===== config.mk =====
export PLATFORM = sky130hd
export DESIGN_NAME = usb_top
export DESIGN_NICKNAME = d
export VERILOG_FILES = /design/src/usb_pkg.sv /design/src/usb_regs.sv /design/src/usb_audio_bridge.sv /design/src/usb_serial_bridge.sv /design/src/usb_func_select.sv /design/src/usb_top.sv
export SDC_FILE = /design/constraint.sdc
export NUM_CORES = 1
export LEC_CHECK = 0
export ABC_AREA = 1
export BUFFER_PORTS_ARGS = -buffer_cell sky130_fd_sc_hd__buf_4
export CAP_MARGIN = 0
export CORE_MARGIN = 5
export CORE_UTILIZATION = 50
export DETAILED_ROUTE_END_ITERATION = 7
export PLACE_DENSITY = 0.78
export SLEW_MARGIN = 25
export SYNTH_ARGS = -nofsm -noshare
export SYNTH_HDL_FRONTEND = slang
export SYNTH_SLANG_ARGS = --single-unit

===== constraint.sdc =====
create_clock -name clk_i -period 2.5 [get_ports clk_i]
set_clock_uncertainty 0.05 [all_clocks]
set_input_delay 0.25 -clock clk_i [delete_from_list [all_inputs] [get_ports clk_i]]
set_output_delay 0.25 -clock clk_i [all_outputs]
set_load 0.03 [all_outputs]

===== src/usb_pkg.sv =====
package usb_pkg;

   // bus geometry
   localparam int ADDR_W   = 4;
   localparam int DATA_W   = 32;
   localparam int BE_W     = 4;   // one enable per byte lane
   localparam int SAMPLE_W = 16;  // audio sample, signed pcm
   localparam int BYTE_W   = 8;   // cdc byte

   // register byte offsets
   localparam logic [ADDR_W-1:0] REG_CCR = 4'd0;   // class control
   localparam logic [ADDR_W-1:0] REG_RDR = 4'd4;   // receive data, hw write only
   localparam logic [ADDR_W-1:0] REG_TDR = 4'd8;   // transmit data
   localparam logic [ADDR_W-1:0] REG_STA = 4'd12;  // status

   // class codes, 2..4 were camera/disk/keyboard and now select nothing
   localparam int CLASS_W = 3;
   localparam logic [CLASS_W-1:0] CLASS_NONE   = 3'd0;
   localparam logic [CLASS_W-1:0] CLASS_AUDIO  = 3'd1;
   localparam logic [CLASS_W-1:0] CLASS_SERIAL = 3'd5;  // and anything above

   // status bits
   localparam int STA_W       = 3;
   localparam int STA_RX_FULL = 0;  // new receive data in rdr
   localparam int STA_TX_PEND = 1;  // processor asked for a send
   localparam int STA_OVERRUN = 2;  // rdr written while rx_full still set

   // serial send buffer depth in the cdc core
   localparam int CREDIT_MAX = 4;
   localparam int CREDIT_W   = 3;

   typedef struct packed {
      logic              wr;     // 1 = write, 0 = read
      logic [BE_W-1:0]   be;
      logic [ADDR_W-1:0] addr;
      logic [DATA_W-1:0] wdata;
   } bus_req_t;

   typedef struct packed {
      logic [SAMPLE_W-1:0] left;
      logic [SAMPLE_W-1:0] right;
   } audio_pair_t;

   typedef struct packed {
      logic [DATA_W-BYTE_W-1:0] pad;   // always zero
      logic [BYTE_W-1:0]        data;
   } ser_word_t;

   // rdr holds either a stereo pair or a zero-extended byte
   typedef union packed {
      audio_pair_t audio;
      ser_word_t   serial;
   } rdr_word_u;

   typedef struct packed {
      logic             rdr_we;
      rdr_word_u        rdr;
      logic [STA_W-1:0] sta_set;
      logic [STA_W-1:0] sta_clr;   // wins over sta_set
   } reg_update_t;

   typedef struct packed {
      logic [DATA_W-1:0] tdr;
      logic [STA_W-1:0]  sta;
      logic [DATA_W-1:0] ccr;
   } reg_view_t;

endpackage


===== src/usb_regs.sv =====
`timescale 1ns/10ps

module usb_regs (
   input  logic                        clk_i,
   input  logic                        rst_i,
   input  usb_pkg::bus_req_t           bus_i,
   output logic [usb_pkg::DATA_W-1:0]  rdata_o,
   input  usb_pkg::reg_update_t        upd_i,
   output usb_pkg::reg_view_t          view_o
);

   logic [usb_pkg::DATA_W-1:0] ccr_q;
   logic [usb_pkg::DATA_W-1:0] rdr_q;
   logic [usb_pkg::DATA_W-1:0] tdr_q;
   logic [usb_pkg::STA_W-1:0]  sta_q;
   logic [usb_pkg::STA_W-1:0]  sta_nxt;
   logic [usb_pkg::DATA_W-1:0] rdata_q;
   logic [usb_pkg::DATA_W-1:0] rd_mux;
   logic                       wr_ccr;
   logic                       wr_tdr;
   logic                       wr_sta;

   // merge the enabled byte lanes of a write into the old word
   function automatic logic [usb_pkg::DATA_W-1:0] be_merge(
      input logic [usb_pkg::DATA_W-1:0] old_w,
      input logic [usb_pkg::DATA_W-1:0] new_w,
      input logic [usb_pkg::BE_W-1:0]   be
   );
      logic [usb_pkg::DATA_W-1:0] res;
      res = old_w;
      for (int i = 0; i < usb_pkg::BE_W; i++) begin
         if (be[i])
            res[usb_pkg::BYTE_W*i +: usb_pkg::BYTE_W] = new_w[usb_pkg::BYTE_W*i +: usb_pkg::BYTE_W];
      end
      return res;
   endfunction

   // write decode, rdr has no bus write
   assign wr_ccr = bus_i.wr && (bus_i.addr == usb_pkg::REG_CCR);
   assign wr_tdr = bus_i.wr && (bus_i.addr == usb_pkg::REG_TDR);
   assign wr_sta = bus_i.wr && (bus_i.addr == usb_pkg::REG_STA);

   always_comb begin
      sta_nxt = sta_q;
      if (wr_sta && bus_i.be[0])   // status lives in lane 0
         sta_nxt = bus_i.wdata[usb_pkg::STA_W-1:0];
      sta_nxt = (sta_nxt | upd_i.sta_set) & ~upd_i.sta_clr;  // bus, then set, then clear
   end

   // read mux sees the value before this edge's writes
   always_comb begin
      case (bus_i.addr)
         usb_pkg::REG_CCR: rd_mux = ccr_q;
         usb_pkg::REG_RDR: rd_mux = rdr_q;
         usb_pkg::REG_TDR: rd_mux = tdr_q;
         usb_pkg::REG_STA: rd_mux = {{(usb_pkg::DATA_W-usb_pkg::STA_W){1'b0}}, sta_q};
         default:          rd_mux = '0;   // unaligned offsets
      endcase
   end

   always_ff @(posedge clk_i) begin
      if (rst_i) begin
         ccr_q   <= '0;
         rdr_q   <= '0;
         tdr_q   <= '0;
         sta_q   <= '0;
         rdata_q <= '0;
      end else begin
         if (wr_ccr)
            ccr_q <= be_merge(ccr_q, bus_i.wdata, bus_i.be);
         if (wr_tdr)
            tdr_q <= be_merge(tdr_q, bus_i.wdata, bus_i.be);
         if (upd_i.rdr_we)
            rdr_q <= upd_i.rdr;           // hardware only
         sta_q   <= sta_nxt;
         rdata_q <= rd_mux;               // one cycle read latency
      end
   end

   assign rdata_o = rdata_q;
   assign view_o  = '{tdr: tdr_q, sta: sta_q, ccr: ccr_q};

endmodule


===== src/usb_audio_bridge.sv =====
`timescale 1ns/10ps

module usb_audio_bridge (
   input  logic                  clk_i,
   input  logic                  rst_i,       // high while audio is not selected
   input  usb_pkg::reg_view_t    view_i,
   input  logic                  audio_en_i,  // sample strobe from the audio core
   input  usb_pkg::audio_pair_t  audio_rx_i,
   output usb_pkg::audio_pair_t  audio_tx_o,
   output usb_pkg::reg_update_t  upd_o
);

   logic held_q;   // strobe seen across reset release, wait for it to drop
   logic take;

   always_ff @(posedge clk_i) begin
      if (rst_i)
         held_q <= 1'b1;
      else if (!audio_en_i)
         held_q <= 1'b0;
   end

   assign take = audio_en_i && !held_q;

   always_comb begin
      upd_o           = '0;
      upd_o.rdr_we    = take;
      upd_o.rdr.audio = audio_rx_i;   // left in the upper half
      upd_o.sta_set[usb_pkg::STA_RX_FULL] = take;
      // previous pair not yet taken by the processor
      upd_o.sta_set[usb_pkg::STA_OVERRUN] = take && view_i.sta[usb_pkg::STA_RX_FULL];
   end

   // outgoing samples come straight from tdr, the core samples on its own strobe
   assign audio_tx_o = usb_pkg::audio_pair_t'(view_i.tdr);

endmodule


===== src/usb_serial_bridge.sv =====
`timescale 1ns/10ps

module usb_serial_bridge (
   input  logic                         clk_i,
   input  logic                         rst_i,       // high while serial is not selected
   input  usb_pkg::reg_view_t           view_i,
   input  logic                         rx_valid_i,  // byte strobe from the cdc core
   input  logic [usb_pkg::BYTE_W-1:0]   rx_byte_i,
   input  logic                         credit_i,    // one send slot freed
   output logic                         tx_valid_o,
   output logic [usb_pkg::BYTE_W-1:0]   tx_byte_o,
   output usb_pkg::reg_update_t         upd_o
);

   logic [usb_pkg::CREDIT_W-1:0] credit_q;
   logic                         send;

   // one pulse per request while the core has room, never while held in reset
   assign send = view_i.sta[usb_pkg::STA_TX_PEND] && (credit_q != '0) && !rst_i;

   // credit counter, full buffer available on (re)selection
   always_ff @(posedge clk_i) begin
      if (rst_i) begin
         credit_q <= usb_pkg::CREDIT_W'(usb_pkg::CREDIT_MAX);
      end else begin
         case ({send, credit_i})
            2'b10: credit_q <= credit_q - 1'b1;
            2'b01: begin
               if (credit_q < usb_pkg::CREDIT_W'(usb_pkg::CREDIT_MAX))
                  credit_q <= credit_q + 1'b1;   // clamp at buffer depth
            end
            default: credit_q <= credit_q;       // none, or spend and return together
         endcase
      end
   end

   assign tx_valid_o = send;
   assign tx_byte_o  = view_i.tdr[usb_pkg::BYTE_W-1:0];   // low byte of tdr

   // rx and tx masks are merged so both can land in one cycle
   always_comb begin
      upd_o                 = '0;
      upd_o.rdr_we          = rx_valid_i;
      upd_o.rdr.serial.pad  = '0;
      upd_o.rdr.serial.data = rx_byte_i;
      upd_o.sta_set[usb_pkg::STA_RX_FULL] = rx_valid_i;
      upd_o.sta_set[usb_pkg::STA_OVERRUN] = rx_valid_i && view_i.sta[usb_pkg::STA_RX_FULL];
      upd_o.sta_clr[usb_pkg::STA_TX_PEND] = send;   // request consumed at this edge
   end

endmodule


===== src/usb_func_select.sv =====
`timescale 1ns/10ps

module usb_func_select (
   input  logic                  clk_i,
   input  logic                  rst_i,
   input  usb_pkg::reg_view_t    view_i,
   input  usb_pkg::reg_update_t  audio_upd_i,
   input  usb_pkg::reg_update_t  serial_upd_i,
   output usb_pkg::reg_update_t  upd_o,
   output logic                  audio_rst_o,
   output logic                  serial_rst_o
);

   logic [usb_pkg::CLASS_W-1:0] class_d;
   logic [usb_pkg::CLASS_W-1:0] class_q;   // live function

   // whole ccr word compared, so large values still mean serial
   always_comb begin
      if (view_i.ccr >= usb_pkg::DATA_W'(usb_pkg::CLASS_SERIAL))
         class_d = usb_pkg::CLASS_SERIAL;
      else if (view_i.ccr == usb_pkg::DATA_W'(usb_pkg::CLASS_AUDIO))
         class_d = usb_pkg::CLASS_AUDIO;
      else
         class_d = usb_pkg::CLASS_NONE;   // 0 and the retired codes 2..4
   end

   always_ff @(posedge clk_i) begin
      if (rst_i)
         class_q <= usb_pkg::CLASS_NONE;
      else
         class_q <= class_d;   // one edge after the ccr write
   end

   // unselected function is held in reset
   assign audio_rst_o  = rst_i || (class_q != usb_pkg::CLASS_AUDIO);
   assign serial_rst_o = rst_i || (class_q != usb_pkg::CLASS_SERIAL);

   always_comb begin
      case (class_q)
         usb_pkg::CLASS_AUDIO:  upd_o = audio_upd_i;
         usb_pkg::CLASS_SERIAL: upd_o = serial_upd_i;
         default:               upd_o = '0;   // idle, nothing reaches the bank
      endcase
   end

endmodule


===== src/usb_top.sv =====
`timescale 1ns/10ps

module usb_top (
   input  logic                        clk_i,
   input  logic                        rst_i,
   // processor bus
   input  usb_pkg::bus_req_t           bus_i,
   output logic [usb_pkg::DATA_W-1:0]  rdata_o,
   // audio core
   input  logic                        audio_en_i,
   input  usb_pkg::audio_pair_t        audio_rx_i,
   output usb_pkg::audio_pair_t        audio_tx_o,
   // cdc core
   input  logic                        ser_rx_valid_i,
   input  logic [usb_pkg::BYTE_W-1:0]  ser_rx_byte_i,
   input  logic                        ser_credit_i,
   output logic                        ser_tx_valid_o,
   output logic [usb_pkg::BYTE_W-1:0]  ser_tx_byte_o,
   // per-class core resets
   output logic                        audio_rst_o,
   output logic                        serial_rst_o
);

   usb_pkg::reg_view_t   view;
   usb_pkg::reg_update_t audio_upd;
   usb_pkg::reg_update_t serial_upd;
   usb_pkg::reg_update_t upd;   // selected bridge's update

   usb_regs u_regs (
      .clk_i   (clk_i),
      .rst_i   (rst_i),
      .bus_i   (bus_i),
      .rdata_o (rdata_o),
      .upd_i   (upd),
      .view_o  (view)
   );

   usb_audio_bridge u_audio (
      .clk_i      (clk_i),
      .rst_i      (audio_rst_o),   // bridge shares the core's class reset
      .view_i     (view),
      .audio_en_i (audio_en_i),
      .audio_rx_i (audio_rx_i),
      .audio_tx_o (audio_tx_o),
      .upd_o      (audio_upd)
   );

   usb_serial_bridge u_serial (
      .clk_i      (clk_i),
      .rst_i      (serial_rst_o),
      .view_i     (view),
      .rx_valid_i (ser_rx_valid_i),
      .rx_byte_i  (ser_rx_byte_i),
      .credit_i   (ser_credit_i),
      .tx_valid_o (ser_tx_valid_o),
      .tx_byte_o  (ser_tx_byte_o),
      .upd_o      (serial_upd)
   );

   usb_func_select u_select (
      .clk_i        (clk_i),
      .rst_i        (rst_i),
      .view_i       (view),
      .audio_upd_i  (audio_upd),
      .serial_upd_i (serial_upd),
      .upd_o        (upd),
      .audio_rst_o  (audio_rst_o),
      .serial_rst_o (serial_rst_o)
   );

endmodule


Word-level counts from Yosys, hierarchy flattened
Cells that the tools add are included.
Storage, ports and cells
  register bits: 138
  bits of input ports: 86
  output and inout bits: 75
  logic and storage cells: 66
Operators by class
  add/sub/neg operators: 2
  $lt $le $gt $ge: 2
  eq/ne operators: 11
  mux-type cells: 7
  bitwise logic cells: 3
  reduce and logical (&&, ||, !) cells: 26
Operator list (number)
  $pmux W32 S4: 1
  $pmux W39 S2: 1
  $eq A32 B1 Y1 const B: 1
  $ge A32 B3 Y1 const B: 1
  $reduce_and A2 Y1: 9
  $logic_and A1 B1 Y1: 9
  $mux W3: 3
  $eq A4 B4 Y1 const B: 2
  $pmux W3 S2: 1
  $eq A4 B3 Y1 const B: 1
  $logic_not A4 Y1: 1
  $add A3 B1 Y3 const B: 1
  $and A3 B3 Y3: 1
  $eq A3 B1 Y1 const B: 1
  $eq A3 B3 Y1 const B: 1
  $lt A3 B3 Y1 const B: 1
  $ne A3 B1 Y1 const B: 1
  $ne A3 B3 Y1 const B: 1
  $not A3 Y3: 1
  $or A3 B3 Y3: 1
  $reduce_bool A3 Y1: 1
  $sub A3 B1 Y3 const B: 1
  $eq A2 B1 Y1 const B: 1
  $eq A2 B2 Y1 const B: 1
  6 further kinds: 8

Logic depth before layout (Yosys ltp)
  depth in word-level cells: 7
  gate-level depth with buffers: 9
  gate-level depth less buffers: 9

Cells and area by module
Synthesis repeated with hierarchy kept, for this count alone.
Second synthesis, totals
  cell total of the unflattened synthesis: 1033
  area, all modules: 7247.0 um^2
Modules (own cells, without submodules)
  usb_regs: times used 1, cells an instance 775, area each 5408.9 um^2, sequential area each 2622.5 um^2
  usb_func_select: times used 1, cells an instance 96, area each 659.4 um^2, sequential area each 40.0 um^2
  usb_serial_bridge: times used 1, cells an instance 82, area each 594.3 um^2, sequential area each 60.1 um^2
  usb_audio_bridge: times used 1, cells an instance 80, area each 584.3 um^2, sequential area each 20.0 um^2

Worst setup path after synthesis
No wires, ideal clock.
  path type: reg-to-reg
  from: register u_select.class_q[2] (netlist name)
  to: register u_serial.credit_q[1] (netlist name)
  library setup time: 0.132 ns
  arrival time: 1.351 ns
  required time: 2.318 ns
  path slack: 0.967 ns
  cell stages (with the launch flop): 8
  buffers on the path: 0
  clock period less this slack: 1.533 ns
  path through: dfxtp_1 -> nand2_1 -> nor2_1 -> nand3_1 -> nand2_1 -> fa_1 -> nand2_1 -> a21oi_1
On the way
  longest elaborated chain between the ends: 7
  elaborated cells between the ends (all ways): 10
  classes of those cells: 4 x eq/ne; 1 x mux; 5 x reduce/logical
Ends and longest elaborated chain
  start: declaration: RTL line usb_func_select.sv:15  | logic [usb_pkg::CLASS_W-1:0] class_q;
  start signal: assignment: RTL line usb_func_select.sv:29  | class_q <= usb_pkg::CLASS_NONE;
  start signal: assignment: RTL line usb_func_select.sv:31  | class_q <= class_d;
  $ne A3 B3 Y1 (*): RTL line usb_func_select.sv:36  | assign serial_rst_o = rst_i || (class_q != usb_pkg::CLASS_SERIAL);
  $logic_or A1 B1 Y1 (*): RTL line usb_func_select.sv:36
  $logic_not A1 Y1: RTL line usb_serial_bridge.sv:19  | assign send = view_i.sta[usb_pkg::STA_TX_PEND] && (credit_q != '0) && !rst_i;
  $logic_and A1 B1 Y1: RTL line usb_serial_bridge.sv:19
  $eq A2 B1 Y1 or $eq A2 B2 Y1 (tied branches): RTL line usb_serial_bridge.sv:26  | case ({send, credit_i})
  $ne A2 B1 Y1 (no source line) or $reduce_bool A2 Y1 (tied branches)
  $reduce_and A2 Y1 (no source line)
  end signal: assignment: RTL line usb_serial_bridge.sv:24  | credit_q <= usb_pkg::CREDIT_W'(usb_pkg::CREDIT_MAX);
  end signal: assignment: RTL line usb_serial_bridge.sv:27  | 2'b10: credit_q <= credit_q - 1'b1;
  end signal: assignment: RTL line usb_serial_bridge.sv:30  | credit_q <= credit_q + 1'b1;
  end: declaration: RTL line usb_serial_bridge.sv:15  | logic [usb_pkg::CREDIT_W-1:0] credit_q;
Mark *: on every way between the ends. The rest lies on a longest branch, timed or not.
A chain may end at the register's enable or synchronous reset.

Final worst setup path
  from: register u_select.class_q[0] (netlist name)
  to: output port audio_rst_o
On the way
  longest elaborated chain between the ends: 2
Ends and longest elaborated chain
  $ne A3 B1 Y1: RTL line usb_func_select.sv:35  | assign audio_rst_o = rst_i || (class_q != usb_pkg::CLASS_AUDIO);
  $logic_or A1 B1 Y1: RTL line usb_func_select.sv:35
  end: declaration: RTL line usb_top.sv:20  | output logic audio_rst_o,
Every way passes these cells.

==> impl_metrics.env <==
export IMPL_status="finished clean"
export IMPL_synth_compound_area_frac=0.210
export IMPL_die_area_mm2=0.0140
export IMPL_placed_cell_area_mm2=0.00679
export IMPL_arrival_ns=1.68
export IMPL_die_w_um=118
export IMPL_grt_pass1_wl_um=25600
export IMPL_numCtsBuffers=17
export IMPL_power_density_mw_per_mm2=693
export IMPL_antenna_found_initial=0
export IMPL_dr_pass1_iters=5
export IMPL_yosysSeqAreaShare=0.467
export IMPL_synth_seq_cells=137
export IMPL_area_growth_pct=27.5
export IMPL_gp_congestion=0.857
export IMPL_p_leak_nw=3.43
export IMPL_worst_ir_drop_vdd_uv=461
export IMPL_synth_avg_cell_area_um2=7.71
export IMPL_ctsHtreeMaxLevel=4
export IMPL_slew_viol_final=0
export IMPL_drtAntennaViolNets=0
export IMPL_end_kind="output pin"
export IMPL_fmax_mhz=505
export IMPL_start_kind="flop"
export IMPL_fin_crit_sh=0.792
export IMPL_internal_power_w=0.00402
export IMPL_syn_num_nets=848
export IMPL_finalCriticalPeriod_ns=1.98
export IMPL_path_max_fanout=33
export IMPL_syn_inst=761
export IMPL_postCtsSetupRepairBufs=0
export IMPL_power_switching_w=0.00117
export IMPL_synth_top_family_by_area="compound AO/OA/AOI/OAI gates"
export IMPL_cts_resized=0
export IMPL_num_io_pins=161
export IMPL_pwr_share_seq=0.434
export IMPL_drive_gt1_frac=0.246
export IMPL_track_usage=0.227
export IMPL_ys_types=28
export IMPL_grt_ovfl_total=0
export IMPL_hold_viol=0
export IMPL_p_clk_frac=0.488
export IMPL_io_buffers=160
export IMPL_synth_area_mm2=0.00587
export IMPL_pwr_share_comb=0.078
export IMPL_swShare=0.225
export IMPL_setup_violations=0
export IMPL_dieHeight_um=118
export IMPL_synth_mux_area_fraction=0
export IMPL_synth_simple_gate_area_frac=0.161
export IMPL_drv_cap=0
export IMPL_avgRoutedWirePerCell_um=15.4
export IMPL_drt_initial_drc_count=447
export IMPL_clk_pin_slew_ns=0.06
export IMPL_synth_fa_ha_area_frac=0.00341
export IMPL_cts_buffer_depth=2
export IMPL_crit_required_ns=2.20
export IMPL_utilization=0.652
export IMPL_synth_xor_area_share=0
export IMPL_finalNetCount=963
export IMPL_start_util=0.512
export IMPL_antenna_cells=0
export IMPL_cts_root_buf="clkbuf_16"
export IMPL_final_area_mm2=0.00748
export IMPL_hpwl_um=10700
export IMPL_tightest_slew_ns=0.520
export IMPL_viasPerCell=5.22
export IMPL_rsz0062_at_grt="no"
export IMPL_crit_type="flop to output pin"
export IMPL_grt_max_degree=130
export IMPL_setup_tns_ns=0
export IMPL_slew_limit_headroom=0.653
export IMPL_cts_tree="built"
export IMPL_fp_coreArea_mm2=0.0115
export IMPL_cts_sinks=137
export IMPL_drc=0
export IMPL_insertion_delay_ns=0.42
export IMPL_min_path_type="input port to flop"
export IMPL_fillers=1006
export IMPL_row_count=39
export IMPL_vias=5392
export IMPL_first_global_vias=5173
export IMPL_ys_warn_count=0
export IMPL_wl_um=15900
-- final timing paths --
path	from	end	slack, ns	cells after the start
worst max-delay path	u_select.class_q[0]	audio_rst_o	0.52	7
worst min-delay path	audio_rx_i[15]	u_regs.rdr_q[15]	0.01	3
worst max register to register	u_select.class_q[2]	u_regs.rdr_q[19]	0.63	7
worst min register to register	u_audio.held_q	u_audio.held_q	0.40	2
-- final cells by class --
cell class,count,area (um^2),share of cell area
clock buffer,25,515,0.0689
clock inverter,7,87.6,0.0117
inverter,109,410,0.0549
multi-input combinational,436,2200,0.294
sequential,137,2740,0.367
tap,143,179,0.0239
timing repair buffer,175,1350,0.180
-- layout by cell type, fill, tap and decap left out, types with 2 or more instances in the layout --
cell type	instances
inv_1	102
o21ai_0	71
clkbuf_16	17
nand2_1	115
nor3_1	2
o221ai_1	21
nand2_4	5
o21ai_1	32
dfxtp_1	137
nand3_4	2
a31oi_1	8
a21oi_1	84
inv_2	6
o211ai_1	8
nand3_1	11
dlygate4sd3_1	9
bufinv_16	2
nor2_4	2
clkinv_2	5
nand2_2	4
nand4_1	5
buf_4	165
clkbuf_1	2
nor2_1	61
clkbuf_8	6
-- metrics by stage --
step           total power (W)  setup slack [ns]  hold WS (ns)  cells
2_1_floorplan          0.00250             0.967         0.272    761
3_3_place_gp           0.00268             0.742         0.394    991
3_5_place_dp           0.00268             0.686         0.394    991
4_1_cts                0.00521             0.509       0.00170   1032
5_1_grt                0.00535             0.402        0.0185   1032
6_report               0.00518             0.520        0.0141   1032
-- cell usage after synthesis (all sizes together) --
cell type  count  share of area
dfxtp        137           0.47
nand2        124          0.087
inv          109          0.070
o21ai        103          0.088
a21oi         84          0.072
buf           67          0.081
nor2          65          0.047
o221ai        21          0.031
nand3         13          0.015
clkbuf        12         0.0077
a31oi          8         0.0085
o211ai         8          0.010
nand4          5         0.0053
nor3           3         0.0045
fa             1         0.0034
nand3b         1         0.0013
-- worst max-delay path: stages (launching register included) --
cell	delay (ns)
dfxtp_1	0.33
inv_1	0.05
nor2_2	0.09
buf_4	0.36
inv_1	0.07
nor2_1	0.13
inv_1	0.05
buf_4	0.16
-- routing by layer --
metal	vias up	wire length, um	share of wire	track usage
li1	2671	-	-	-
met1	2470	6730	0.42	0.283
met2	214	7590	0.48	0.363
met3	37	1140	0.072	0.0635
met4	0	457	0.029	0.107
met5	-	0	0	0
-- power groups by stage --
stage                     sequential, W  clock [W]  combinational (W)
after global placement          0.00229          0           0.000383
final                           0.00225    0.00253           0.000403
after floorplan                 0.00229          0           0.000208
after global routing            0.00225    0.00266           0.000442
after detailed placement        0.00230          0           0.000386
after CTS                       0.00225    0.00256           0.000401
-- logic make-up after synthesis --
group	Yosys count
DFF	137
adders and majority gates	1
AOI/OAI and AO/OA	224
and+or+nand+nor	211
buffers and inverters	188
-- state kept, by name, summed over array words and instances, names as in the netlist --
name               flops
u_audio.held_q         1
u_regs.ccr_q          32
u_regs.rdata_o        32
u_regs.rdr_q          32
u_regs.sta_q           3
u_regs.tdr_q          32
u_select.class_q       2
u_serial.credit_q      3
-- repair_timing --
action	in CTS	in global routing
endpoints found under the hold margin	10	0
hold buffers	9	0
setup endpoints to repair	0	0
Note: power is estimated with default switching activity, not from simulation.
